==> src/logic/conv_defs.svh <==
`ifndef CONV_DEFS_SVH
`define CONV_DEFS_SVH

// arithmetic width for pixels, weights and results.
`define CONV_DATA_WIDTH 16

// kernel geometry.
`define CONV_KERNEL 5
`define CONV_TAPS 25

// frame geometry.
`define CONV_IMG_WIDTH 8
`define CONV_IMG_HEIGHT 6

// edges from pixel accept to conv_valid.
`define CONV_LATENCY 6

`endif

==> src/logic/conv_pkg.sv <==
`default_nettype none

`include "conv_defs.svh"

package conv_pkg;

	// one signed word, used for pixels, weights and results.
	typedef logic signed [`CONV_DATA_WIDTH - 1:0] pixel_t;

	// entry 0 is the top-left tap, raster order from there.
	typedef pixel_t [`CONV_TAPS - 1:0] window_t;

	typedef enum logic [2:0]
	{
		IDLE,
		LOAD,
		READY,
		STREAM,
		DRAIN
	} conv_state_t;

endpackage

`default_nettype wire

==> src/logic/weight_bank.sv <==
`timescale 1ns/1ns
`default_nettype none

`include "conv_defs.svh"

module weight_bank (
	input  logic              clk,
	input  logic              reset,
	input  logic              weight_step,
	input  conv_pkg::pixel_t  weight_data,
	output conv_pkg::window_t weights
);

	// new weights enter at the top entry and move down one per step,
	// so after a full load the first weight sits in entry 0.
	always_ff @(posedge clk or posedge reset)
	begin
		if (reset)
			weights <= '0;
		else if (weight_step)
		begin
			for (int k = 0; k < `CONV_TAPS - 1; k++)
			begin
				weights[k] <= weights[k + 1];
			end
			weights[`CONV_TAPS - 1] <= weight_data;
		end
	end

endmodule

`default_nettype wire

==> config.mk <==
export PLATFORM = sky130hd
export DESIGN_NAME = weight_bank
export DESIGN_NICKNAME = d
export VERILOG_FILES = /design/src/logic/conv_pkg.sv /design/src/logic/weight_bank.sv
export VERILOG_INCLUDE_DIRS = /design/src /design/src/logic
export SDC_FILE = /design/constraint.sdc
export NUM_CORES = 1
export LEC_CHECK = 0
export ABC_CLOCK_PERIOD_IN_PS = 15140
export BUFFER_PORTS_ARGS = -buffer_cell sky130_fd_sc_hd__buf_2
export CELL_PAD_IN_SITES_DETAIL_PLACEMENT = 1
export CELL_PAD_IN_SITES_GLOBAL_PLACEMENT = 1
export CORE_MARGIN = 5
export CORE_UTILIZATION = 39
export CTS_CLUSTER_DIAMETER = 60
export DETAILED_ROUTE_END_ITERATION = 7
export GPL_TIMING_DRIVEN = 0
export PLACE_DENSITY = 0.75
export SKIP_CTS_REPAIR_TIMING = 1
export SLEW_MARGIN = 20
export SYNTH_ARGS = -nofsm -noshare
export SYNTH_HDL_FRONTEND = slang
export SYNTH_SLANG_ARGS = --single-unit
==> constraint.sdc <==
create_clock -name clk -period 15.14 [get_ports clk]
set_clock_uncertainty 0.15 [all_clocks]
set_input_delay 3.028 -clock clk [delete_from_list [all_inputs] [get_ports clk]]
set_output_delay 3.028 -clock clk [all_outputs]
set_load 0.1 [all_outputs]
Word level (Yosys, flattened, before mapping)
Cells that the tools add are included.
{ "word_totals": {"register_bits": 400, "output_inout_bits": 400, "word_cells": 25} }

Depth between registers and ports, before layout
{ "logic_depth": {"word_depth": 0, "ltp_mapped": 4} }

Worst setup path after synthesis
OpenSTA, ideal clock, no wires.
{ "synth_timing": {"kind": "reg2out", "start": "register weights[29] in the netlist's numbering", "end": "output weights[29] in the netlist's numbering", "arrival_time_ns": 0.912, "t_required_ns": 11.962, "setup_slack_ns": 11.050, "stages_incl_launch_ff": 1, "cell_sequence": "dfrtp_1"} }
{ "synth_rtl": {"columns": ["element", "line_no", "text"], "rows": [
  ["start: declaration", "weight_bank.sv:11", "output conv_pkg::window_t weights"],
  ["start signal: indexed assignment", "weight_bank.sv:24", "weights[k] <= weights[k + 1];"],
  ["start signal: indexed assignment", "weight_bank.sv:26", "weights[`CONV_TAPS - 1] <= weight_data;"]
]} }
No word-level cell between the ends.

Worst setup path in the final report
{ "layout_timing": {"start": "register weights[197] in the netlist's numbering", "end": "output weights[197] in the netlist's numbering"} }
No word-level cell between the ends.

==> impl_metrics.sql <==
INSERT INTO impl_metrics (metric_group, metric, value, unit) VALUES
('yosys', 'syn_inst', '846', ''),
('finish', 'register_bank_with_the_most_flops', 'weights', ''),
('sta', 'share_of_the_cycle_needed_by_the_critical_path_after_routing', '30.97', '%'),
('worst_hold_path', 'hp-start', 'weights[15]', ''),
('place', 'port_buffers', '417', ''),
('place', 'place.gp.congestion', '0.8153', ''),
('global_route', 'grt_antenna_before_repair', '1', ''),
('floorplanning', 'design.die.area', '43440', 'um^2'),
('sta', 'timing.hold.ws', '343.1', 'ps'),
('worst_hold_path', 'min_to', 'weights[15]', ''),
('critical_path', 'crit_path_end_kind', 'output pin', ''),
('global_route', 'first_global_vias', '10140', ''),
('yosys', 'synthDistinctLibCells', '7', ''),
('global_route', 'grt_util_all_layers', '19.27', '%'),
('yosys', 'synthesis.area', '15360', 'um^2'),
('critical_path', 'cp_cell_sequence', 'buf_2', ''),
('floorplanning', 'design.portCount', '419', ''),
('global_route', 'grt_pass1_wl', '65790', 'um'),
('clocking', 'cts_sinks', '400', ''),
('finish', 'utilization', '50.49', '%'),
('worst_hold_path', 'hold_path_class', 'reg2reg', ''),
('clocking', 'path_clk_slew', '60', 'ps'),
('yosys', 'netlist_top_cells_area', 'sky130_fd_sc_hd__dfrtp_1, sky130_fd_sc_hd__mux2_2, sky130_fd_sc_hd__mux2_4', ''),
('clocking', 'number_of_buffers_created_by_cts', '43', ''),
('sta', 'rsz0062_at_grt', 'false', ''),
('outcome', 'run_status', 'finished clean', ''),
('yosys', 'synth_sequential_area_ratio', '65.18', '%'),
('yosys', 'synth_largest_area_cell', 'sky130_fd_sc_hd__dfrtp_1', ''),
('finish', 'drive_above_1_share', '67.78', '%'),
('finish', 'finalNetCount', '1330', ''),
('clocking', 'clockRootBuffer', 'sky130_fd_sc_hd__clkbuf_16', ''),
('sta', 'worstMarginPinSlew', '727.5', 'ps'),
('detailed_routing', 'drt_first_pass_iters', '4', ''),
('detailed_routing', 'vias_per_cell', '4.865', ''),
('detailed_routing', 'drtIter0Drc', '364', ''),
('clocking', 'cts_tree', 'yes', ''),
('floorplanning', 'die_h', '208.4', 'um'),
('critical_path', 'worst_path_arrival_time', '1510', 'ps'),
('critical_path', 'setup.reg_to_reg.worst_slack', '14090', 'ps'),
('critical_path', 'cp_num_buf_inv', '1', ''),
('critical_path', 'critPathMaxFanout', '3', ''),
('critical_path', 'critical_path.top_delay_family', 'flip-flops', ''),
('critical_path', 'rr_worst_depth', '1', ''),
('worst_hold_path', 'worst_hold_path.num_cells', '1', ''),
('critical_path', 'cp_slowest_stage_delay', '480', 'ps'),
('finish', 'most-common-layout-cells', 'sky130_fd_sc_hd__buf_2, sky130_fd_sc_hd__dfrtp_1, sky130_fd_sc_hd__mux2_2', ''),
('detailed_routing', 'drt-wirelength-per-cell', '22.76', 'um'),
('floorplanning', 'core_box_area', '38830', 'um^2'),
('clocking', 'worstSkewPairLatency', '550', 'ps'),
('global_route', 'grt_overflow_total', '0', ''),
('yosys', 'synth.top_cell.area_share', '65.18', '%'),
('yosys', 'synthesis_warning_total', '0', ''),
('job', 'maxCapViolCount', '0', ''),
('critical_path', 'path_class', 'reg2out', ''),
('finish', 'areaGrowthSynthToFinish', '27.65', '%'),
('sta', 'slew_headroom', '51.50', '%'),
('global_route', 'grt_max_degree', '106', ''),
('finish', 'largest_register_ffs', '400', ''),
('finish', 'reg.largest.list', 'weights x400', ''),
('critical_path', 'r2r-start', 'weights[197]', ''),
('detailed_routing', 'drt_drc_violations_left', '0', ''),
('sta', 'final-hold-violation-count', '0', ''),
('place', 'dp.final_hpwl', '31680', 'um'),
('yosys', 'synth.avg_cell_area', '18.15', 'um^2'),
('sta', 'final.setup.tns', '0', 'ps'),
('critical_path', 'slowest_stage', 'sky130_fd_sc_hd__dfrtp_1', ''),
('clocking', 'clock_tree_buf_depth', '3', ''),
('detailed_routing', 'route.final.wire_length', '42400', 'um'),
('floorplanning', 'placement_rows', '72', ''),
('sta', 'finalMaxSlewViolations', '0', ''),
('finish', 'mostFrequentLayoutCell', 'sky130_fd_sc_hd__buf_2', ''),
('detailed_routing', 'dr_total_vias', '9064', ''),
('sta', 'fmax', '0.2133', 'GHz'),
('sta', 'fin_crit', '4689', 'ps'),
('yosys', 'synthesized_net_count', '865', ''),
('clocking', 'cts_max_level', '2', ''),
('floorplanning', 'chipWidth', '208.4', 'um'),
('critical_path', 'worstReg2RegEnd', 'weights[181]', ''),
('critical_path', 'required', '11960', 'ps'),
('yosys', 'yosys_register_bits', '400', ''),
('floorplanning', 'initial_core_util', '39.55', '%'),
('detailed_routing', 'ant_nets', '0', ''),
('critical_path', 'timing.critical_path.from_type', 'register', ''),
('sta', 'finalSetupViolations', '0', '');
## cells in the mapped netlist
master,n
sky130_fd_sc_hd__mux2_4,90
sky130_fd_sc_hd__buf_6,44
sky130_fd_sc_hd__mux2_2,292
sky130_fd_sc_hd__buf_2,1
sky130_fd_sc_hd__dfrtp_1,400
sky130_fd_sc_hd__inv_1,1
sky130_fd_sc_hd__mux2_1,18
## area by class of cell
cell class / instances / area, um^2
fill: 3872 / 19220
sequential: 400 / 10010
multi-input combinational: 400 / 4842
timing repair buffer: 420 / 2170
clock buffer: 67 / 1279
tap: 518 / 648.1
buffer: 45 / 500.5
clock inverter: 11 / 140.1
inverter: 1 / 11.26
antenna: 1 / 2.502
## per-layer routing
metal	up-vias	part of all wire (%)	track usage (%)
met4	0	2.1	5.006
met5	-	0	0
met3	59	8.3	6.612
li1	3945	-	-
met2	310	49	32.32
met1	4750	41	24.04
## how the worst max path moves through the flow
stage,from,endpoint,slack [ps],depth (start not counted)
final,weights[197],weights[197],10450,1
after global routing,weights[198],weights[198],10390,1
after global placement,reset,weights[203],-3380,2
after floorplan,reset,weights[0],840,1
after detailed placement,reset,weights[206],10310,4
after CTS,weights[121],weights[121],10380,1
## cells by family (layout without fill, tap and decap cells)
| group | count (synthesis) | in the layout | synth area share [%] |
|---|---|---|---|
| other | 0 | 1 | 0 |
| multiplexers | 400 | 400 | 31.53 |
| flip-flops | 400 | 400 | 65.18 |
| buffers and inverters | 46 | 544 | 3.284 |
## per-stage QoR
step	worst slack, ps	area, um^2	std cells
2_1_floorplan	837.6	15360	846
3_3_place_gp	-3376	18090	1781
3_5_place_dp	10310	18180	1784
5_1_grt	10390	19600	1863
4_1_cts	10380	19600	1862
6_report	10450	19600	1863
Power is left out: the tool's default activity adds up to more than one toggle a clock period on the data nets, which glitch-free logic cannot reach.
