File: src/logic/conv_defs.svh
`ifndef CONV_DEFS_SVH
`define CONV_DEFS_SVH

// arithmetic width for pixels, weights and results.
`define CONV_DATA_WIDTH 16

// kernel geometry.
`define CONV_KERNEL 5
`define CONV_TAPS 25

// frame geometry.
`define CONV_IMG_WIDTH 8
`define CONV_IMG_HEIGHT 6

// edges from pixel accept to conv_valid.
`define CONV_LATENCY 6

`endif

File: src/logic/conv_pkg.sv
`default_nettype none

`include "conv_defs.svh"

package conv_pkg;

	// one signed word, used for pixels, weights and results.
	typedef logic signed [`CONV_DATA_WIDTH - 1:0] pixel_t;

	// entry 0 is the top-left tap, raster order from there.
	typedef pixel_t [`CONV_TAPS - 1:0] window_t;

	typedef enum logic [2:0]
	{
		IDLE,
		LOAD,
		READY,
		STREAM,
		DRAIN
	} conv_state_t;

endpackage

`default_nettype wire

File: src/logic/count_if.sv
`timescale 1ns/1ns
`default_nettype none

interface count_if;

	// strobes from the controller.
	logic weight_clear;
	logic weight_step;
	logic pixel_accept;
	logic frame_clear;
	logic drain_start;

	// status from the counters.
	logic weight_last;
	logic frame_last;
	logic window_hit;
	logic drain_done;

	modport ctrl (
		output weight_clear, weight_step, pixel_accept, frame_clear, drain_start,
		input  weight_last, frame_last, drain_done
	);

	modport counter (
		input  weight_clear, weight_step, pixel_accept, frame_clear, drain_start,
		output weight_last, frame_last, window_hit, drain_done
	);

	modport window (
		input pixel_accept, window_hit
	);

endinterface

`default_nettype wire

File: src/logic/line_window.sv
`timescale 1ns/1ns
`default_nettype none

`include "conv_defs.svh"

module line_window (
	input  logic              clk,
	input  logic              reset,
	input  conv_pkg::pixel_t  pixel_data,
	count_if.window           cnt,
	output conv_pkg::window_t window,
	output logic              window_valid
);

	localparam int LINE_LEN = (`CONV_KERNEL - 1) * `CONV_IMG_WIDTH;

	// entry 0 is the most recent pixel.
	conv_pkg::pixel_t [LINE_LEN - 1:0]     line_buf;
	conv_pkg::pixel_t [`CONV_KERNEL - 1:0] row_in;

	//----------------------------------------------------------------------
	// line delay
	//----------------------------------------------------------------------
	always_ff @(posedge clk or posedge reset)
	begin
		if (reset)
			line_buf <= '0;
		else if (cnt.pixel_accept)
			line_buf <= {line_buf[LINE_LEN - 2:0], pixel_data};
	end

	// each window row takes the pixel one more frame line back.
	always_comb
	begin
		for (int r = 0; r < `CONV_KERNEL - 1; r++)
		begin
			row_in[r] = line_buf[(`CONV_KERNEL - 1 - r) * `CONV_IMG_WIDTH - 1];
		end
		row_in[`CONV_KERNEL - 1] = pixel_data; // bottom row is the live pixel.
	end

	//----------------------------------------------------------------------
	// window register
	//----------------------------------------------------------------------
	always_ff @(posedge clk or posedge reset)
	begin
		if (reset)
			window <= '0;
		else if (cnt.pixel_accept)
		begin
			for (int r = 0; r < `CONV_KERNEL; r++)
			begin
				for (int c = 0; c < `CONV_KERNEL - 1; c++)
				begin
					window[r * `CONV_KERNEL + c] <= window[r * `CONV_KERNEL + c + 1];
				end
				window[r * `CONV_KERNEL + `CONV_KERNEL - 1] <= row_in[r];
			end
		end
	end

	// the window is complete only once column and row reach the kernel edge.
	always_ff @(posedge clk or posedge reset)
	begin
		if (reset)
			window_valid <= 1'b0;
		else
			window_valid <= cnt.pixel_accept && cnt.window_hit;
	end

endmodule

`default_nettype wire

File: src/flat_wrapper.sv
// flat-port wrapper written by rule: the top's interface ports become plain ports
module line_window_flat 
  (clk, reset, pixel_data, window, window_valid, cnt_pixel_accept, cnt_window_hit);
  count_if cnt_i ();
  input  logic clk;
  input  logic reset;
  input  conv_pkg::pixel_t pixel_data;
  output conv_pkg::window_t window;
  output logic window_valid;
  input wire logic [$bits(cnt_i.pixel_accept)-1:0] cnt_pixel_accept;
  input wire logic [$bits(cnt_i.window_hit)-1:0] cnt_window_hit;
  assign cnt_i.pixel_accept = cnt_pixel_accept;
  assign cnt_i.window_hit = cnt_window_hit;
  line_window u_core (.clk(clk), .reset(reset), .pixel_data(pixel_data), .cnt(cnt_i), .window(window), .window_valid(window_valid));
endmodule
File: config.mk
export PLATFORM = sky130hd
export DESIGN_NAME = line_window_flat
export DESIGN_NICKNAME = d
export VERILOG_FILES = /design/src/logic/conv_pkg.sv /design/src/logic/count_if.sv /design/src/logic/line_window.sv /design/src/flat_wrapper.sv
export VERILOG_INCLUDE_DIRS = /design/src /design/src/logic
export SDC_FILE = /design/constraint.sdc
export NUM_CORES = 1
export LEC_CHECK = 0
export BUFFER_PORTS_ARGS = -buffer_cell sky130_fd_sc_hd__clkbuf_2
export CORE_ASPECT_RATIO = 0.8
export CORE_MARGIN = 2
export CORE_UTILIZATION = 44
export DETAILED_ROUTE_END_ITERATION = 7
export GPL_TIMING_DRIVEN = 0
export HOLD_SLACK_MARGIN = 0.03
export PLACE_DENSITY_LB_ADDON = 0.05
export SLEW_MARGIN = 20
export SYNTH_ARGS = -nofsm -noshare
export SYNTH_HDL_FRONTEND = slang
export SYNTH_SLANG_ARGS = --single-unit
File: constraint.sdc
create_clock -name clk -period 22.3 [get_ports clk]
set_input_delay 0 -clock clk [delete_from_list [all_inputs] [get_ports clk]]
set_output_delay 0 -clock clk [all_outputs]
set_load 0.02 [all_outputs]
### Word-level counts from Yosys, hierarchy flattened

Index checks and enable logic that the tools add are counted.

| operators by class | value |
|---|---|
| reductions and logical operators | 1 |

Operator list:

| cell | count |
|---|---|
| $logic_and A1 B1 Y1 | 1 |

| word-level totals | value |
|---|---|
| logic and storage cells | 39 |
| register bits after elaboration | 593 |
| input port bits | 20 |
| output and inout bits | 401 |

### Depth between registers and ports, before layout

| depth | value |
|---|---|
| depth after elaboration | 1 |
| depth in mapped cells | 4 |
| depth with buffers taken out | 1 |

### Worst setup path after synthesis

No wires, ideal clock.

| path | value |
|---|---|
| path kind | input -> register |
| start point | input port cnt_pixel_accept |
| end point | register u_core.line_buf[10] in the netlist's numbering |
| setup slack | 21425 ps |
| path buffers | 3 |
| arrival | 750 ps |
| stages | 4 |
| library setup time | 125 ps |
| required time | 22175 ps |
| path through | buf_6 > buf_6 > clkbuf_8 > mux2_2 |

RTL lines:

| what | line | RTL |
|---|---|---|
| start, declared | flat_wrapper.sv:10 | `input wire logic [$bits(cnt_i.pixel_accept)-1:0] cnt_pixel_accept;` |
| end signal, assigned | line_window.sv:29 | `line_buf <= {line_buf[LINE_LEN - 2:0], pixel_data};` |
| end, declared | line_window.sv:18 | `conv_pkg::pixel_t [LINE_LEN - 1:0] line_buf;` |

No word-level cell between the ends.

==> impl_results.md <==
- FF/Latch Area: 14800 µm²
- Via count of the routed design: 13337
- Power Internal: 2.72 mW
- Die ar.: 58100 µm²
- Largest net degree at the start of global routing: around 110
- CTS resizes: 0
- Fmax: 492 MHz
- Worst min path class: in -> reg
- CTS Sinks: a little under 600
- Drt drc: 0
- DR pass1 iterations: 4
- Total Routing Usage GR: 0.187
- Width of the die: 269 µm
- Clock Power Share: 0.241
- Unrepaired setup endpoints after global routing: false
- Multi-input gate area: 6670 µm²
- I/O pin count: 421
- Syn Area/Cell: 15.7 µm²
- Worst hold slack: between 0.15 and 0.2 ns
- Max IR drop VDD: 0.0625 mV
- Post-CTS setup buffers: 0
- CP Class: in -> async
- Lkg Pwr: 15.2 nW
- FF+latch count, synth: 593
- Critical Path Sink Type: asynchronous set/reset pin
- PortBufs: approximately 420
- Post-synth net total: 1593
- Clk_skew: 0.0179 ns
- Initial drt markers: 472
- Max_cap viols: 0
- Met2 WL: 25300 µm
- Inserted Clock Buffers: 60
- Dpl hpwl: 38900 µm
- Ant diodes: 0
- Commonest non-fill, non-tap cell in the layout: dfrtp_1
- Number of core rows: between 70 and 80
- Number of global-route vias before repair: 14105
- Clk buf depth: 3
- Sequential fraction of the synthesis area: 0.601
- Via density: 4.64
- WL final: 53400 µm
- Met3 wire len: 2780 µm
- Net Sw Frac: 0.326
- Tcrit/Tclk final: 0.0911
- Crit-path max FO: 103
- CTS root buffer: clkbuf_16
- Initial core utilization: 0.446
- Final Util: 0.542
- Psw: between 1 and 1.5 mW
- Die boundary height: 216 µm
- Routability cong.: approximately 0.80
- Post-cts hold buffer count: 21
- Share of cells above drive strength 1: 0.706
- CTS H-tree lvls: 2
- CTS tree: done
- Area growth, synth to finish: 21.6%
- Pwr dens: roughly 130 nW/µm²
- Nets: 2101
- Post-synth cell types: 8
- Cell Area, Synth: 24700 µm²
- Post-route antenna net violation count: 0
- GR Overflow Total: 0
- Max Slew Vio Count: 0
- Sequential power share: 0.428
- Slew headroom: 0.609
- Design Power: 4.04 mW
- WL/cell: 18.6 µm
- Worst-Margin Slew: between 0.5 and 0.6 ns
- Initial antenna violation count: 0
- DR top layer: met4
- Met1 Wirelength: 24600 µm
- Core Area: 55400 µm²
- Final Critical Period: 2.03 ns
- Leading cell types in the layout, fill and taps excluded: dfrtp_1 (593), mux2_2 (592), clkbuf_2 (419)
- Cells after Synth: 1573
- Fillers: between 4000 and 5000
- Share of total power in combinational logic: 0.332
- Worst Setup Start Kind: primary input
- Final setup fails: 0
- Arr. time, crit path: 2.73 ns
- Worst-path clk slew: 0.06 ns
- Yosys warns: 0
- First-pass GRT wire length: 83900 µm
- Final Hold Viols: 0
- Status: complete, no violations
- Worst EP required: 23.00 ns
- Clock latency on the worst-skew pair: a little over 0.6 ns
==> routing by layer <==
layer,track usage,vias to the layer above
met5,0,-
met4,0.0404,0
met1,0.265,6937
met2,0.296,234
met3,0.0399,69
li1,-,6097
==> cell usage after synthesis, drive strengths merged <==
library cell,instances,share of area
dfrtp,593,0.60
mux2,592,0.27
buf,361,0.12
clkbuf,25,0.014
and2,1,0.00025
inv,1,0.00015
==> worst paths after layout <==
kind | startpoint | end | slack, ns | cells past startpoint
worst max register to register | u_core.line_buf[422]$_DFFE_PP0P_ | u_core.line_buf[438]$_DFFE_PP0P_ | 21.43 | 1
min in group asynchronous | reset | u_core.line_buf[164]$_DFFE_PP0P_ | 0.61 | 4
worst min register to register | u_core.line_buf[123]$_DFFE_PP0P_ | u_core.line_buf[139]$_DFFE_PP0P_ | 0.50 | 1
worst min-delay path | pixel_data[15] | u_core.line_buf[15]$_DFFE_PP0P_ | 0.17 | 3
worst max-delay path | reset | u_core.window[4]$_DFFE_PP0P_ | 20.27 | 6
max in group clk | u_core.line_buf[422]$_DFFE_PP0P_ | window[118] | 20.91 | 2
==> metrics by stage <==
stage	worst slack, ns	std cells	cell area, µm²	TNS, ns
final	20.27	2874	30000	0
after global routing	19.98	2874	30000	0
after CTS	20.22	2874	30000	0
after detailed placement	20.70	2748	27900	0
after global placement	-0.728	2742	27700	-388.58
after floorplan	5.70	1573	24700	0
==> layout make-up <==
| type | instances | share of cell area |
|---|---|---|
| sequential | 593 | 0.494 |
| multi-input combinational | 593 | 0.222 |
| buffer | 386 | 0.106 |
| timing repair buffer | 446 | 0.0823 |
| clock buffer | 86 | 0.0589 |
| tap | 750 | 0.0312 |
| clock inverter | 19 | 0.00471 |
| inverter | 1 | 0.000375 |
==> power groups by stage <==
stage | clock [mW] | combinational, mW | sequential, mW
after global routing | 1.05 | 1.43 | 1.79
after global placement | 0 | 1.34 | 1.74
after CTS | 1.01 | 1.36 | 1.74
after floorplan | 0 | 1.03 | 1.62
after detailed placement | 0 | 1.35 | 1.75
final | 0.972 | 1.34 | 1.73
==> worst max-delay path, cell delays in order <==
cell	delay, ns
dlygate4sd3_1	0.53
clkbuf_2	0.10
dlygate4sd3_1	0.62
inv_8	0.42
buf_16	0.44
buf_16	0.41
==> registers in the layout, indices dropped and copies added (netlist names) <==
register	cells
u_core.window	112
u_core.window_valid	1
u_core.line_buf	480
==> kinds of logic (layout without fill, tap and decap cells) <==
family,Yosys count,count (layout),synth area share
buffers and inverters,387,938,0.129
flip-flops,593,593,0.601
multiplexers,592,592,0.270
AND/OR/NAND/NOR,1,1,0.000253
No activity file was read; power rests on OpenSTA's default activity.
