===== src/logic/conv_defs.svh =====
`ifndef CONV_DEFS_SVH
`define CONV_DEFS_SVH

// arithmetic width for pixels, weights and results.
`define CONV_DATA_WIDTH 16

// kernel geometry.
`define CONV_KERNEL 5
`define CONV_TAPS 25

// frame geometry.
`define CONV_IMG_WIDTH 8
`define CONV_IMG_HEIGHT 6

// edges from pixel accept to conv_valid.
`define CONV_LATENCY 6

`endif


===== src/logic/count_if.sv =====
`timescale 1ns/1ns
`default_nettype none

interface count_if;

	// strobes from the controller.
	logic weight_clear;
	logic weight_step;
	logic pixel_accept;
	logic frame_clear;
	logic drain_start;

	// status from the counters.
	logic weight_last;
	logic frame_last;
	logic window_hit;
	logic drain_done;

	modport ctrl (
		output weight_clear, weight_step, pixel_accept, frame_clear, drain_start,
		input  weight_last, frame_last, drain_done
	);

	modport counter (
		input  weight_clear, weight_step, pixel_accept, frame_clear, drain_start,
		output weight_last, frame_last, window_hit, drain_done
	);

	modport window (
		input pixel_accept, window_hit
	);

endinterface

`default_nettype wire


===== src/logic/frame_counter.sv =====
`timescale 1ns/1ns
`default_nettype none

`include "conv_defs.svh"

module frame_counter (
	input  logic     clk,
	input  logic     reset,
	count_if.counter cnt
);

	logic [4:0] weight_idx;
	logic [2:0] col;
	logic [2:0] row;
	logic [2:0] drain_cnt;

	// the first weight of a load clears and counts in one step.
	always_ff @(posedge clk or posedge reset)
	begin
		if (reset)
			weight_idx <= 5'd0;
		else if (cnt.weight_step)
			weight_idx <= cnt.weight_clear ? 5'd1 : weight_idx + 5'd1;
	end

	//----------------------------------------------------------------------
	// raster position
	//----------------------------------------------------------------------
	always_ff @(posedge clk or posedge reset)
	begin
		if (reset)
		begin
			col <= 3'd0;
			row <= 3'd0;
		end
		else if (cnt.frame_clear)
		begin
			col <= 3'd0;
			row <= 3'd0;
		end
		else if (cnt.pixel_accept)
		begin
			if (col == 3'(`CONV_IMG_WIDTH - 1))
			begin
				col <= 3'd0;
				row <= (row == 3'(`CONV_IMG_HEIGHT - 1)) ? 3'd0 : row + 3'd1;
			end
			else
				col <= col + 3'd1;
		end
	end

	// counts down over the tree latency plus one.
	always_ff @(posedge clk or posedge reset)
	begin
		if (reset)
			drain_cnt <= 3'd0;
		else if (cnt.drain_start)
			drain_cnt <= 3'(`CONV_LATENCY + 1);
		else if (drain_cnt != 3'd0)
			drain_cnt <= drain_cnt - 3'd1;
	end

	assign cnt.weight_last = (weight_idx == 5'(`CONV_TAPS - 1));
	assign cnt.frame_last  = (col == 3'(`CONV_IMG_WIDTH - 1)) && (row == 3'(`CONV_IMG_HEIGHT - 1));
	assign cnt.window_hit  = (col >= 3'(`CONV_KERNEL - 1)) && (row >= 3'(`CONV_KERNEL - 1));
	assign cnt.drain_done  = (drain_cnt == 3'd1);

endmodule

`default_nettype wire


===== src/flat_wrapper.sv =====
// flat-port wrapper written by rule: the top's interface ports become plain ports
module frame_counter_flat 
  (clk, reset, cnt_weight_clear, cnt_weight_step, cnt_pixel_accept, cnt_frame_clear, cnt_drain_start, cnt_weight_last, cnt_frame_last, cnt_window_hit, cnt_drain_done);
  count_if cnt_i ();
  input  logic clk;
  input  logic reset;
  input wire logic [$bits(cnt_i.weight_clear)-1:0] cnt_weight_clear;
  input wire logic [$bits(cnt_i.weight_step)-1:0] cnt_weight_step;
  input wire logic [$bits(cnt_i.pixel_accept)-1:0] cnt_pixel_accept;
  input wire logic [$bits(cnt_i.frame_clear)-1:0] cnt_frame_clear;
  input wire logic [$bits(cnt_i.drain_start)-1:0] cnt_drain_start;
  output wire logic [$bits(cnt_i.weight_last)-1:0] cnt_weight_last;
  output wire logic [$bits(cnt_i.frame_last)-1:0] cnt_frame_last;
  output wire logic [$bits(cnt_i.window_hit)-1:0] cnt_window_hit;
  output wire logic [$bits(cnt_i.drain_done)-1:0] cnt_drain_done;
  assign cnt_i.weight_clear = cnt_weight_clear;
  assign cnt_i.weight_step = cnt_weight_step;
  assign cnt_i.pixel_accept = cnt_pixel_accept;
  assign cnt_i.frame_clear = cnt_frame_clear;
  assign cnt_i.drain_start = cnt_drain_start;
  assign cnt_weight_last = cnt_i.weight_last;
  assign cnt_frame_last = cnt_i.frame_last;
  assign cnt_window_hit = cnt_i.window_hit;
  assign cnt_drain_done = cnt_i.drain_done;
  frame_counter u_core (.clk(clk), .reset(reset), .cnt(cnt_i));
endmodule

===== config.mk =====
export PLATFORM = sky130hd
export DESIGN_NAME = frame_counter_flat
export DESIGN_NICKNAME = d
export VERILOG_FILES = /design/src/logic/count_if.sv /design/src/logic/frame_counter.sv /design/src/flat_wrapper.sv
export VERILOG_INCLUDE_DIRS = /design/src /design/src/logic
export SDC_FILE = /design/constraint.sdc
export NUM_CORES = 1
export LEC_CHECK = 0
export ABC_AREA = 1
export BUFFER_PORTS_ARGS = -buffer_cell sky130_fd_sc_hd__buf_2
export CORE_UTILIZATION = 48
export DETAILED_ROUTE_END_ITERATION = 7
export HOLD_SLACK_MARGIN = 0.12
export PLACE_DENSITY = 0.71
export RECOVER_POWER = 100
export SLEW_MARGIN = 20
export SYNTH_ARGS = -nofsm -noshare
export SYNTH_HDL_FRONTEND = slang
export SYNTH_SLANG_ARGS = --single-unit

===== constraint.sdc =====
create_clock -name clk -period 1.2 [get_ports clk]
set_input_delay 0.06 -clock clk [delete_from_list [all_inputs] [get_ports clk]]
set_output_delay 0.06 -clock clk [all_outputs]
set_load 0.03 [all_outputs]

# Word level (Yosys, flattened, before mapping)
# Cells that the tools add are included.
# word_totals
word_cells	31
reg_bits	14
input_bits	7
out_inout_bits	4
# op_classes
eq_ne	4
n_reduce_logical	7
addsub	4
magnitude_cmp	2
n_mux	10
# op_table
cell	n
$mux 3	9
$add 3x1->3 const B	2
$eq 3x3->1 const B	2
$ge 3x3->1 const B	2
$reduce_bool 2->1	3
$add 5x1->5 const B	1
$eq 5x5->1 const B	1
$mux 5	1
$eq 3x1->1 const B	1
$reduce_bool 3->1	1
$sub 3x1->3 const B	1
$logic_and 1x1->1	2
$reduce_and 2->1	1

# Logic depth before layout (Yosys ltp)
# depth
word_depth	5
mapped_depth	7

# Worst setup path after synthesis
# No wires, ideal clock.
# synth_path
path_kind	flip-flop to output port
startpoint	register u_core.col[0]
endpoint	output cnt_frame_last
setup_slack_ns	0.035
arrival_time_ns	1.105
path_buffers	0
path_stages_with_launch	5
path_cell_list	dfrtp_1 > ha_1 > ha_1 > inv_1 > nor2_1
# synth_via
elab_chain_cells	2
# synth_lines
element	line	rtl
from (decl)	frame_counter.sv:13	logic [2:0] col;
from (signal assigned)	frame_counter.sv:49	col <= col + 3'd1;
$eq 3x3->1	frame_counter.sv:65	assign cnt.frame_last = (col == 3'(`CONV_IMG_WIDTH - 1)) && (row == 3'(`CONV_IMG_HEIGHT - 1));
$logic_and 1x1->1	frame_counter.sv:65	
to (decl)	flat_wrapper.sv:13	output wire logic [$bits(cnt_i.frame_last)-1:0] cnt_frame_last;
# Every way passes these cells.

# Worst setup path after layout
# Ends and elaborated chain as after synthesis.

==> summary.txt <==
Placement
  – Placer Congestion: 0.822
  – Port bufs: 10
  – Dpl hpwl: about 1000 um
  – Worst slack at placement: -0.0189 ns

Status
  – Status: finished, violations left
  – Failing checks: setup timing

Floorplanning
  – Die width: about 42 um
  – Die Height: 42.4 um
  – IO Count: 11
  – Core area: 1510 um^2
  – Effective utilization at floorplan: 51.9%
  – Num rows: 14
  – Die area: 1790 um^2

Setup path
  – Startpoint types: register
  – Worst Path Max Fanout: 3
  – Data arrival time of the worst path: 1.30 ns
  – Worst endpoint required time: 1.14 ns
  – CP Capture Type: output port
  – Setup CP Type: register to output port

Drt
  – Top sig layer: met4
  – DRC: 0
  – Iteration-0 DRC Markers: 10
  – DR WL/cell: 12.5 um
  – WL final: 1810 um
  – Routed Antenna Nets: 0
  – Post-DR vias/cell: 5.22
  – M1 WL: ~700 um
  – Met3 wire len: approximately 40 um
  – Met2 WL: 1020 um
  – Drt pass-1 iters: 4
  – Routed vias: 752

Finish
  – Ant. Diodes: 0
  – Post-layout util: 73.2%
  – Layout cells sized above 1: 33.6%
  – Fill cell count: ~120
  – Area Overhead vs Synth: 41.0%
  – Final #Nets: 143

Clocking
  – Total clock sinks: 14
  – Clock transition at path regs: 0.09 ns
  – CTS Buffer Depth: 2
  – CTS H-Tree Depth: 1
  – Total CTS buffers: 3
  – Clock latency on the worst-skew pair: 0.29 ns
  – TritonCTS clock tree: done
  – CTS root buffer: clkbuf_4

Synth
  – Syn Area/Cell: 7.82 um^2
  – Yosys Warn Count: 0
  – Top-count cell post-synth: nand2_1
  – Register area share after synthesis: 44.8%
  – Syn Nets: 114
  – Number of flops mapped to enable cells by yosys: 0
  – Area contributors post-synth: dfrtp_1, nand2_1, ha_1
  – Prevailing post-synth register cell: dfrtp_1
  – Mapped cell area: 782 um^2
  – Cells after Synth: 100
  – Yosys top cell area share: between 40 and 50%
  – Synth Register Bits: 14
  – Ys async rst share: 100%
  – Post-synth top cells: nand2_1, inv_1, dfrtp_1
  – Yosys top cell by area: dfrtp_1
  – Unique masters post-synth: 12

Timing
  – Final WS setup: -0.157 ns
  – Fin. max-slew vios: 0
  – Clock period minus worst slack: about 1.4 ns
  – Worst-margin pin slew: 0.558 ns
  – RSZ-0062 raised after global routing: true
  – Clk_skew: 0.00420 ns
  – Max_slew headroom: between 60 and 70%
  – Setup violators final: 5
  – Tcrit/Tclk final: 113%
  – Max Freq: 0.737 GHz
  – Final Hold Viols: 0

Pwr
  – PwrDens: 1020 nW/um^2
  – Lkg Pwr: 0.558 nW
  – Maximum vdd drop: 0.584 mV
  – Total power: 1.12 mW

GRT
  – Gr ovfl total: 0
  – Largest net degree at the start of global routing: 15
  – Global-route wire length before repair: 2820 um
  – Initial antenna violation count: 0
  – Total track usage: a little over a fifth
  – Vias in the first global route: 714

Hold path
  – Worst min-delay path class: primary input to asynchronous set/reset pin

Flow run
  – Max-Cap Viols: 0
[worst max-delay path, stage by stage, from the launching register on]
cell	delay (ns)
dfrtp_1	0.39
ha_2	0.20
ha_4	0.17
inv_4	0.07
nor2_4	0.03
buf_6	0.13
[report_power, final]
group | total, mW | switching, mW | internal [mW] | leakage, nW
Sequential | 0.541 | 0.0328 | 0.508 | 0.176
Combinational | 0.224 | 0.119 | 0.105 | 0.360
Clock | 0.357 | 0.172 | 0.185 | 0.0210
Total | 1.12 | 0.323 | 0.798 | 0.558
[path summary, 6_finish.rpt]
path	startpoint	slack (ns)	to	cells after the start
max in group asynchronous	reset	0.47	u_core.col[0]	3
min reg2reg	u_core.weight_idx[4]	0.55	u_core.weight_idx[4]	2
min	reset	0.36	u_core.weight_idx[2]	3
max reg2reg	u_core.col[0]	-0.07	u_core.row[1]	7
max	u_core.col[0]	-0.16	cnt_frame_last	5
min in group clk	cnt_drain_start	0.53	u_core.drain_cnt[0]	4
[layer usage]
layer	track usage, %	vias up
met5	0	-
met4	14.4	0
met3	5.60	5
met2	36.6	13
met1	22.9	362
li1	-	372
[stage by stage]
| step | setup TNS (ns) | std cells | cell area, um^2 | hold slack (ns) |
|---|---|---|---|---|
| floorplan | 0 | 100 | 782 | -0.0508 |
| detailed placement | -0.0189 | 127 | 860 | 0.136 |
| CTS | -0.208 | 141 | 1010 | 0.369 |
| global placement | 0 | 127 | 860 | 0.129 |
| global route | -0.849 | 144 | 1100 | 0.408 |
| finish | -0.425 | 144 | 1100 | 0.361 |
[flip-flops by register name (all words and copies together), names as in the netlist]
register	count
u_core.weight_idx	5
u_core.row	3
u_core.col	3
u_core.drain_cnt	3
[kinds of logic (layout without fill, tap and decap cells)]
kind of cell             count (synthesis)  in the layout  synth area share [%]
adder cells (fa/ha/maj)                  7              7                  11.2
flip-flops                              14             14                  44.8
AND/OR/NAND/NOR                         50             50                  27.8
buffers and inverters                   17             45                  8.16
AO/OA/AOI/OAI                           12             12                  8.00
[layout by cell type (no fill, tap or decap), drive strengths merged]
master,synthesis,final
nand2,29,29
inv,17,17
buf,0,15
dfrtp,14,14
nor2,11,11
o21ai,10,10
nand3,8,8
clkbuf,0,7
ha,7,7
dlygate4sd3,0,6
nand3b,2,2
o211ai,1,1
a21oi,1,1
[cell type report]
class	count	area (um^2)	share of cell area (%)
Multi-Input combinational cell	69	443	40.2
Sequential cell	14	350	31.8
Timing Repair Buffer	24	186	16.9
Inverter	17	66.3	6.02
Clock buffer	4	36.3	3.29
Tap cell	16	20.0	1.82
[timing repair]
action                     in CTS  in global routing
pin swaps                       2                 10
hold endpoints to repair       25                  0
hold buffers                    6                  0
gates cloned                    0                  0
setup endpoints to repair       7                 10
buffers inserted                4                  3
gates resized for setup         9                 27
Note: power is estimated with default switching activity, not from simulation.
