===== src/logic/conv_defs.svh =====
`ifndef CONV_DEFS_SVH
`define CONV_DEFS_SVH

// arithmetic width for pixels, weights and results.
`define CONV_DATA_WIDTH 16

// kernel geometry.
`define CONV_KERNEL 5
`define CONV_TAPS 25

// frame geometry.
`define CONV_IMG_WIDTH 8
`define CONV_IMG_HEIGHT 6

// edges from pixel accept to conv_valid.
`define CONV_LATENCY 6

`endif


===== src/logic/conv_pkg.sv =====
`default_nettype none

`include "conv_defs.svh"

package conv_pkg;

	// one signed word, used for pixels, weights and results.
	typedef logic signed [`CONV_DATA_WIDTH - 1:0] pixel_t;

	// entry 0 is the top-left tap, raster order from there.
	typedef pixel_t [`CONV_TAPS - 1:0] window_t;

	typedef enum logic [2:0]
	{
		IDLE,
		LOAD,
		READY,
		STREAM,
		DRAIN
	} conv_state_t;

endpackage

`default_nettype wire


===== src/logic/count_if.sv =====
`timescale 1ns/1ns
`default_nettype none

interface count_if;

	// strobes from the controller.
	logic weight_clear;
	logic weight_step;
	logic pixel_accept;
	logic frame_clear;
	logic drain_start;

	// status from the counters.
	logic weight_last;
	logic frame_last;
	logic window_hit;
	logic drain_done;

	modport ctrl (
		output weight_clear, weight_step, pixel_accept, frame_clear, drain_start,
		input  weight_last, frame_last, drain_done
	);

	modport counter (
		input  weight_clear, weight_step, pixel_accept, frame_clear, drain_start,
		output weight_last, frame_last, window_hit, drain_done
	);

	modport window (
		input pixel_accept, window_hit
	);

endinterface

`default_nettype wire


===== src/logic/conv_ctrl.sv =====
`timescale 1ns/1ns
`default_nettype none

module conv_ctrl (
	input  logic          clk,
	input  logic          reset,
	input  logic          weight_valid,
	input  logic          pixel_valid,
	count_if.ctrl         cnt,
	output logic          weights_ready,
	output logic          frame_done
);

	conv_pkg::conv_state_t state;
	conv_pkg::conv_state_t state_next;
	logic                  weight_take;
	logic                  pixel_take;

	// a weight wins over a pixel offered in the same cycle.
	assign weight_take = weight_valid && (state == conv_pkg::IDLE ||
		state == conv_pkg::LOAD || state == conv_pkg::READY);
	assign pixel_take = pixel_valid && !weight_take &&
		(state == conv_pkg::READY || state == conv_pkg::STREAM);

	//----------------------------------------------------------------------
	// next state
	//----------------------------------------------------------------------
	always_comb
	begin
		state_next = state;
		case (state)
			conv_pkg::IDLE:
				if (weight_take)
					state_next = conv_pkg::LOAD;
			conv_pkg::LOAD:
				if (weight_take && cnt.weight_last)
					state_next = conv_pkg::READY;
			conv_pkg::READY:
				if (weight_take)
					state_next = conv_pkg::LOAD; // reload.
				else if (pixel_take)
					state_next = cnt.frame_last ? conv_pkg::DRAIN : conv_pkg::STREAM;
			conv_pkg::STREAM:
				if (pixel_take && cnt.frame_last)
					state_next = conv_pkg::DRAIN;
			conv_pkg::DRAIN:
				if (cnt.drain_done)
					state_next = conv_pkg::READY;
			default:
				state_next = conv_pkg::IDLE;
		endcase
	end

	always_ff @(posedge clk or posedge reset)
	begin
		if (reset)
		begin
			state      <= conv_pkg::IDLE;
			frame_done <= 1'b0;
		end
		else
		begin
			state      <= state_next;
			frame_done <= (state == conv_pkg::DRAIN) && cnt.drain_done; // one-cycle pulse.
		end
	end

	assign cnt.weight_step  = weight_take;
	assign cnt.weight_clear = weight_take && (state == conv_pkg::IDLE || state == conv_pkg::READY);
	assign cnt.pixel_accept = pixel_take;
	assign cnt.drain_start  = pixel_take && cnt.frame_last;
	// restart the raster position on a new load and after each drain.
	assign cnt.frame_clear  = cnt.weight_clear || ((state == conv_pkg::DRAIN) && cnt.drain_done);

	assign weights_ready = (state == conv_pkg::READY) || (state == conv_pkg::STREAM) ||
		(state == conv_pkg::DRAIN);

endmodule

`default_nettype wire


===== src/flat_wrapper.sv =====
// flat-port wrapper written by rule: the top's interface ports become plain ports
module conv_ctrl_flat 
  (clk, reset, weight_valid, pixel_valid, weights_ready, frame_done, cnt_weight_clear, cnt_weight_step, cnt_pixel_accept, cnt_frame_clear, cnt_drain_start, cnt_weight_last, cnt_frame_last, cnt_drain_done);
  count_if cnt_i ();
  input  logic clk;
  input  logic reset;
  input  logic weight_valid;
  input  logic pixel_valid;
  output logic weights_ready;
  output logic frame_done;
  output wire logic [$bits(cnt_i.weight_clear)-1:0] cnt_weight_clear;
  output wire logic [$bits(cnt_i.weight_step)-1:0] cnt_weight_step;
  output wire logic [$bits(cnt_i.pixel_accept)-1:0] cnt_pixel_accept;
  output wire logic [$bits(cnt_i.frame_clear)-1:0] cnt_frame_clear;
  output wire logic [$bits(cnt_i.drain_start)-1:0] cnt_drain_start;
  input wire logic [$bits(cnt_i.weight_last)-1:0] cnt_weight_last;
  input wire logic [$bits(cnt_i.frame_last)-1:0] cnt_frame_last;
  input wire logic [$bits(cnt_i.drain_done)-1:0] cnt_drain_done;
  assign cnt_weight_clear = cnt_i.weight_clear;
  assign cnt_weight_step = cnt_i.weight_step;
  assign cnt_pixel_accept = cnt_i.pixel_accept;
  assign cnt_frame_clear = cnt_i.frame_clear;
  assign cnt_drain_start = cnt_i.drain_start;
  assign cnt_i.weight_last = cnt_weight_last;
  assign cnt_i.frame_last = cnt_frame_last;
  assign cnt_i.drain_done = cnt_drain_done;
  conv_ctrl u_core (.clk(clk), .reset(reset), .weight_valid(weight_valid), .pixel_valid(pixel_valid), .cnt(cnt_i), .weights_ready(weights_ready), .frame_done(frame_done));
endmodule

===== config.mk =====
export PLATFORM = sky130hd
export DESIGN_NAME = conv_ctrl_flat
export DESIGN_NICKNAME = d
export VERILOG_FILES = /design/src/logic/conv_pkg.sv /design/src/logic/count_if.sv /design/src/logic/conv_ctrl.sv /design/src/flat_wrapper.sv
export VERILOG_INCLUDE_DIRS = /design/src /design/src/logic
export SDC_FILE = /design/constraint.sdc
export NUM_CORES = 1
export LEC_CHECK = 0
export BUFFER_PORTS_ARGS = -buffer_cell sky130_fd_sc_hd__buf_2
export CAP_MARGIN = 10
export CORE_AREA = 3 3 40 42
export CTS_CLUSTER_DIAMETER = 60
export DETAILED_ROUTE_END_ITERATION = 10
export DIE_AREA = 0 0 43 45
export PLACE_DENSITY_LB_ADDON = 0.1
export SLEW_MARGIN = 30
export SYNTH_ARGS = -nofsm -noshare
export SYNTH_HDL_FRONTEND = slang
export SYNTH_SLANG_ARGS = --single-unit

===== constraint.sdc =====
create_clock -name clk -period 1.23 [get_ports clk]
set_input_delay 0.0615 -clock clk [delete_from_list [all_inputs] [get_ports clk]]
set_output_delay 0.0615 -clock clk [all_outputs]
set_load 0.02 [all_outputs]

* Word-level counts from Yosys, hierarchy flattened
Index checks and enable logic that the tools add are counted.
** Word-level totals
- Register bits after elaboration :: 4
- Input port bits :: 7
- Output and inout port bits :: 7
- Logic and storage cells :: 35
** Cells by class
- Eq/ne operators :: 9
- Mux-type cells :: 8
- Reductions and logical operators :: 16
** Operators by type and width (count)
- 3-bit two-way mux :: 7
- 3-bit one-hot mux with 5 select lines :: 1
- 1-bit logical AND :: 7
- 3-bit by 2-bit == test with 1-bit output (second input constant) :: 2
- 1-bit logical OR :: 6
- 2-bit inequality test (second input constant) :: 3
- 5-bit AND reduction :: 1
- 3-bit by 1-bit == test with 1-bit output (second input constant) :: 1
- 3-bit == test (second input constant) :: 1
- 3-bit zero test :: 1
- 3-bit by 1-bit inequality test with 1-bit output (second input constant) :: 1
- 2-bit by 1-bit inequality test with 1-bit output (second input constant) :: 1
- 1-bit zero test :: 1

* Longest topological paths before layout
Gate-level depths: netlist of the first run.
- Depth in word-level cells :: 10
- Gate-level depth with buffers :: 5
- Mapped depth without buffers :: 4

* Worst setup path after synthesis of the first run
OpenSTA, ideal clock, no wires.
- Kind :: register to register
- From :: register u_core.state[2]
- To :: register u_core.state[1]
- Library setup time :: 126 ps
- Arrival :: 1115 ps
- Required time :: 1104 ps
- Path slack :: -11 ps
- Cell stages (with the launch flop) :: 5
- Buffers on the path :: 0
- Cell sequence :: dfrtp_1 -> nand2b_2 -> nor2_1 -> a31oi_1 -> o311a_1
** Between the ends
- Word-level cells in the longest chain between the ends :: 10
- Elaborated cells between the ends (all ways) :: 22
- Classes of those cells :: eq/ne: 9; mux: 2; reduce/logical: 11
** Ends and longest elaborated chain
- from (decl) :: RTL line conv_ctrl.sv:14 : conv_pkg::conv_state_t state;
- from (signal assigned) :: RTL line conv_ctrl.sv:58 : state <= conv_pkg::IDLE;
- from (signal assigned) :: RTL line conv_ctrl.sv:63 : state <= state_next;
- 3-bit by 1-bit == test with 1-bit output / 3-bit zero test (equally long branches) :: RTL line conv_ctrl.sv:21, conv_ctrl.sv:31, conv_ctrl.sv:20
- 1-bit logical OR :: RTL line conv_ctrl.sv:20 : assign weight_take = weight_valid && (state == conv_pkg::IDLE ||
- 1-bit logical OR :: RTL line conv_ctrl.sv:21 : state == conv_pkg::LOAD || state == conv_pkg::READY);
- 1-bit logical AND :: RTL line conv_ctrl.sv:20
- 1-bit zero test :: RTL line conv_ctrl.sv:22 : assign pixel_take = pixel_valid && !weight_take &&
- 1-bit logical AND (2 in series) :: RTL line conv_ctrl.sv:22
- 1-bit logical AND :: RTL line conv_ctrl.sv:44 : if (pixel_take && cnt.frame_last)
- 2-bit inequality test (no source line)
- 5-bit AND reduction (no source line)
Several ways; a longest one is shown, not always the timed one.
A chain may end at the register's enable or synchronous reset.

* Final worst setup path of the first run
- From :: register u_core.state[0]
- To :: output cnt_pixel_accept
** Between the ends
- Word-level cells in the longest chain between the ends :: 7
- Elaborated cells between the ends (all ways) :: 11
- Classes of those cells :: eq/ne: 3; reduce/logical: 8
** Ends and longest elaborated chain
- 3-bit by 1-bit == test with 1-bit output / 3-bit zero test (equally long branches) :: RTL line conv_ctrl.sv:21, conv_ctrl.sv:20
- 1-bit logical OR :: RTL line conv_ctrl.sv:20
- 1-bit logical OR :: RTL line conv_ctrl.sv:21
- 1-bit logical AND :: RTL line conv_ctrl.sv:20
- 1-bit zero test :: RTL line conv_ctrl.sv:22
- 1-bit logical AND :: RTL line conv_ctrl.sv:22
- 1-bit logical AND (*) :: RTL line conv_ctrl.sv:22
- to (decl) :: RTL line flat_wrapper.sv:13 : output wire logic [$bits(cnt_i.pixel_accept)-1:0] cnt_pixel_accept;
Every way passes the cells marked *; elsewhere a longest branch is shown, timed or not.

==> metrics.cfg, run 1 <==
[place]
placed_cell_area_um2=375.4
finalWeightedCongestion=0.7542
hpwl_um=549.6
portBuffers=13

[synth]
synth_cells=32
ys_types=19
yosysSeqAreaShare=0.3419
yosysTopAreaCell=dfrtp_1
ys_top_cells_by_area=dfrtp_1 (34%), nor2b_4 (9.4%), nand2b_2 (6.0%), nand2_1 (5.1%), nand2b_4 (4.7%)
postSynthAreaPerCell_um2=9.149
syn_area_um2=292.8
yosys_warnings=0
ys_ff_latch=4
yosysTopAreaCellShare=0.3419
synthesis.nets=39

[global_route]
grt_max_degree=7
groute.usage.overall=0.09365
antenna_found_initial=0
grt-ovfl-total=0
grt_pass1_vias=335
grt_pass1_wl_um=1317

[power_and_ir_drop]
cellLeakagePower_nw=0.2538
fin_total_pwr_mw=1.059
peakVddDrop_mv=0.7189
power_density_nw_per_um2=2080

[routing]
vias=320
wire_per_inst_um=10.55
ant_nets=0
via_per_inst=4.507
wl_um=749
drtPass1Iterations=3
drcViolationCount=0
drtIter0Drc=8

[min_path]
min-delay-path-class=in2reg
hp-start=cnt_drain_done

[timing]
slew_violations=0
worst_pin_slew_ns=0.1648
finalSetupViolations=3
slew_headroom=0.8897
tns_ns=-0.03056
max_freq_ghz=0.8027
fin_ws_ns=-0.01578
finalCritPeriodShare=1.013
min_period_ns=1.246
rsz0062_at_grt=true
skew_ns=0.006204
hold_viol=0
holdWs_ns=0.02516

[cells_and_area]
layout-drive-gt1-share=0.6607
area_growth_syn_to_layout_pct=73.93
n_fill_cell=136
fin_area_um2=509.2
final_nets=65
diodes=0
final_util=0.3963

[outcome]
violations=negative setup slack
status=complete, but fails checks

[floorplanning]
die_area_um2=1935
start_util=0.2278
dieWidth_um=43
fp.coreArea_um2=1285
io_pins=14
die_h_um=45
rows=13

[critical_path]
cp.arrival_ns=1.18
worstPathRequired_ns=1.17
cp-end-kind=output port
crit_fanout=5
crit_slowest_cell=dfrtp_2
worst-path-buf-inv=1
critPathLaunch=u_core.state[0]
slowest_delay_ns=0.43
crit_family=flip-flops
startpoint_type=register
setup.worst_path.class=reg2out
crit_path_cell_trace=nand2b_4 > nor2b_4 > and2_4 > buf_6
rr_startpoint=u_core.state[2]

[clock_tree]
clock_sinks=4
cts_made_buffers=3
clk_latency_ns=0.23
clk_path_buf_depth=2
cts_tree=done
clk_pin_slew_ns=0.04
htreeDepth=1
cts_root_buf=clkbuf_4

[flow_run]
maxCapViolations=0

## kinds of logic after synthesis
kind of cell	count (synthesis)	share of synthesized area
AOI/OAI and AO/OA	9	0.2009
buffers and inverters	3	0.06411
DFF	4	0.3419
muxes	1	0.03419
and+or+nand+nor	15	0.3590
## power by group
group          internal (mW)  switching, mW
Sequential             0.179         0.0543
Clock                  0.109         0.0509
Combinational          0.372          0.294
## routing by layer
layer / track usage / vias up / share of wire
li1: - / 161 / -
met1: 0.09756 / 146 / 0.42
met2: 0.1617 / 13 / 0.51
met3: 0.05976 / 0 / 0.072
met4: 0.01807 / 0 / 0
met5: 0 / - / 0
## cell usage after synthesis
library cell	number
a21oi_1	2
a31oi_1	2
and2_1	1
buf_6	1
dfrtp_1	4
inv_1	2
mux2i_1	1
nand2_1	4
nand2b_1	1
nand2b_2	2
nand2b_4	1
nand3b_1	1
nor2_1	3
nor2b_4	2
o211ai_1	1
o21ai_0	1
o21bai_1	1
o22ai_1	1
o311a_1	1
## placed cells by master, fill, tap and decap left out
cell type,n
a21oi_1,1
buf_6,3
inv_1,2
o211ai_1,1
dfrtp_2,2
buf_4,10
nand3b_1,1
nand2b_2,1
o21bai_1,1
nor2_2,2
a21oi_2,1
nor2b_4,2
mux2i_1,1
nand2b_4,2
buf_2,8
o22ai_2,1
dlygate4sd3_1,1
nand2_1,3
and2_4,1
nand2b_1,1
clkbuf_4,3
o21ai_0,1
nand2_2,1
o311a_1,1
nor2_1,1
dfrtp_1,2
a31oi_1,2
## area by class of cell
class	count	area, um^2	share of cell area
Sequential cell	4	102.6	0.2015
Inverter	2	7.507	0.01474
Clock buffer	3	22.52	0.04423
Tap cell	15	18.77	0.03686
Timing Repair Buffer	22	158.9	0.3120
Multi-Input combinational cell	25	198.9	0.3907
## per-stage QoR
stage | setup WS, ns | std cells
final | -0.01578 | 71
after global routing | -0.07068 | 71
after CTS | -0.02993 | 70
after detailed placement | 0.1088 | 60
after global placement | 0.1013 | 60
after floorplan | 0.09794 | 32
## timing repair
item	CTS	global route
endpoints found under the setup margin	5	5
endpoints found under the hold margin	4	0
pin swaps	4	1
gates resized for setup	11	5
hold buffers	1	0
buffers inserted	6	1
## sequential cells by signal, indices dropped and copies added, names as in the netlist
register and cells:
u_core.state 3, u_core.frame_done 1
## final timing paths
kind / to / slack (ns) / depth (start not counted)
max: cnt_pixel_accept / -0.02 / 4
min: u_core.state[2] / 0.03 / 2
max reg2reg: u_core.state[1] / 0.03 / 4
min reg2reg: u_core.state[0] / 0.65 / 2
max in group asynchronous: u_core.state[0] / 0.83 / 3
min in group asynchronous: u_core.state[1] / 0.24 / 3
Power figures use the tool's default switching activity.
==> inputs of run 2 (changes only) <==
--- a/config.mk
+++ b/config.mk
@@ -8,6 +8,8 @@
 export LEC_CHECK = 0
 export BUFFER_PORTS_ARGS = -buffer_cell sky130_fd_sc_hd__buf_2
 export CAP_MARGIN = 10
+export CELL_PAD_IN_SITES_DETAIL_PLACEMENT = 1
+export CELL_PAD_IN_SITES_GLOBAL_PLACEMENT = 1
 export CORE_AREA = 3 3 40 42
 export CTS_CLUSTER_DIAMETER = 60
 export DETAILED_ROUTE_END_ITERATION = 10
==> constraint.sdc (replaced) <==
create_clock -name clk -period 1 [get_ports clk]
set_input_delay 0.05 -clock clk [delete_from_list [all_inputs] [get_ports clk]]
set_output_delay 0.05 -clock clk [all_outputs]
set_load 0.02 [all_outputs]
==> metrics.cfg, run 2 (synthesized netlist as in run 1, its figures left out) <==
[routing]
wire_per_inst_um=13.78  ; +31%
drcViolationCount=0  ; unchanged
via_per_inst=4.716  ; +4.6%
ant_nets=0  ; unchanged
vias=349  ; +9.1%
drtIter0Drc=5  ; -3
wl_um=1020  ; +36%
drtPass1Iterations=2  ; -1

[timing]
worst_pin_slew_ns=0.1414  ; -0.02335 ns
skew_ns=0.002947  ; -0.003257 ns
rsz0062_at_grt=true
min_period_ns=1.254
hold_viol=0  ; unchanged
holdWs_ns=0.01699  ; -0.008168 ns
slew_violations=0  ; unchanged
finalCritPeriodShare=1.254
max_freq_ghz=0.7973
slew_headroom=0.9030  ; +0.01335
finalSetupViolations=10  ; +7
fin_ws_ns=-0.2542  ; -0.2384 ns

[critical_path]
cp.arrival_ns=1.36  ; +0.18 ns
cp-end-kind=register
rr_startpoint=u_core.state[1]
worstPathRequired_ns=1.10  ; -0.07 ns
crit_fanout=4  ; -1
critPathLaunch=u_core.state[1]
startpoint_type=register
setup.worst_path.class=reg2reg

[clock_tree]
clk_path_buf_depth=2  ; unchanged
clk_latency_ns=0.23  ; about the same
htreeDepth=1  ; unchanged
clk_pin_slew_ns=0.04  ; about the same
cts_tree=done
cts_root_buf=clkbuf_4
cts_made_buffers=3  ; unchanged
clock_sinks=4  ; unchanged

[global_route]
grt_max_degree=6  ; -1
met3_usage=0.03187  ; -0.02789
grtUsageMet2=0.2006  ; +0.03892
grt_pass1_wl_um=1621  ; +23%
groute.usage.overall=0.1170  ; +0.02331
use_met1=0.1217  ; +0.02409
grt_pass1_vias=374  ; +12%
busiest_layer=met2
grt-ovfl-total=0  ; unchanged
antenna_found_initial=0  ; unchanged

[power_and_ir_drop]
peakVddDrop_mv=1.171  ; +63%
fin_total_pwr_mw=1.505  ; +42%
power_density_nw_per_um2=2615  ; +26%
cellLeakagePower_nw=0.2859  ; +13%

[min_path]
hp-start=cnt_drain_done
min-delay-path-class=in2reg

[cells_and_area]
final_common_cell=buf_4
layout-drive-gt1-share=0.6949  ; +0.03420
area_growth_syn_to_layout_pct=96.58
top_regs=u_core.state x3, u_core.frame_done x1
largest_reg_flops=3  ; unchanged
regMostFlops=u_core.state
final_nets=68  ; +4.6%
final_util=0.4479  ; +0.05161
diodes=0  ; unchanged
n_fill_cell=156  ; +15%
final_cells=74  ; +4.2%
layout_common_cells=buf_4 (10), buf_2 (7), buf_6 (7)

[floorplanning]
die_area_um2=1935  ; unchanged
dieWidth_um=43  ; unchanged
rows=13  ; unchanged
die_h_um=45  ; unchanged
io_pins=14  ; unchanged
start_util=0.2278  ; unchanged
fp.coreArea_um2=1285  ; unchanged

[outcome]
status=complete, but fails checks
violations=negative setup slack

[place]
portBuffers=13  ; unchanged
place_worst_setup_slack_ns=-0.1128  ; -0.2215 ns
finalWeightedCongestion=0.7692  ; +2.0%
hpwl_um=672.9  ; +22%
dp.cells=64  ; +6.7%

[flow_run]
maxCapViolations=0  ; unchanged

run 2: worst max-delay path, stage by stage, from the launching register on:
cell     delay [ns]
dfrtp_2        0.44
buf_4          0.15
buf_6          0.10
buf_4          0.13
o311a_1        0.30
run 2: worst paths after layout:
path / end / depth (start not counted) / slack (ns)
min reg2reg: u_core.state[0] / 2 / 0.63
max reg2reg: u_core.state[1] / 4 / -0.25
max: u_core.state[1] / 4 / -0.25
max in group asynchronous: u_core.state[1] / 3 / 0.60
min: u_core.state[2] / 2 / 0.02
min in group asynchronous: u_core.state[2] / 3 / 0.24
run 2: where the power goes:
group | leakage (nW) | internal (mW) | switching (mW)
combinational | 0.223 | 0.561 | 0.449
clock | 0.0138 | 0.134 | 0.0630
sequential | 0.0496 | 0.220 | 0.0784
run 2: area by class of cell:
class | count | area (um^2) | share of cell area
Multi-Input combinational cell | 25 | 225.2 | 0.3913
Timing Repair Buffer | 25 | 198.9 | 0.3457
Sequential cell | 4 | 102.6 | 0.1783
Clock buffer | 3 | 22.52 | 0.03913
Tap cell | 15 | 18.77 | 0.03261
Inverter | 2 | 7.507 | 0.01304
run 2: repair_timing:
item | 4_1_cts | 5_1_grt
setup endpoints to repair | 9 | 10
pin swaps | 3 | 4
endpoints found under the hold margin | 4 | 0
hold buffers | 1 | 0
resized for setup | 14 | 12
buffers inserted | 5 | 1
run 2: per-layer routing:
metal	vias up	routed length, um
met4	0	16
met3	2	55
met5	-	0
li1	167	-
met2	13	518
met1	167	429
run 2: through the flow:
stage	instance area (um^2)	TNS, ns
finish	575.6	-1.923
global placement	410.4	-0.3917
floorplan	300.3	-0.3371
detailed placement	410.4	-0.4609
CTS	524.3	-1.587
global route	575.6	-2.462
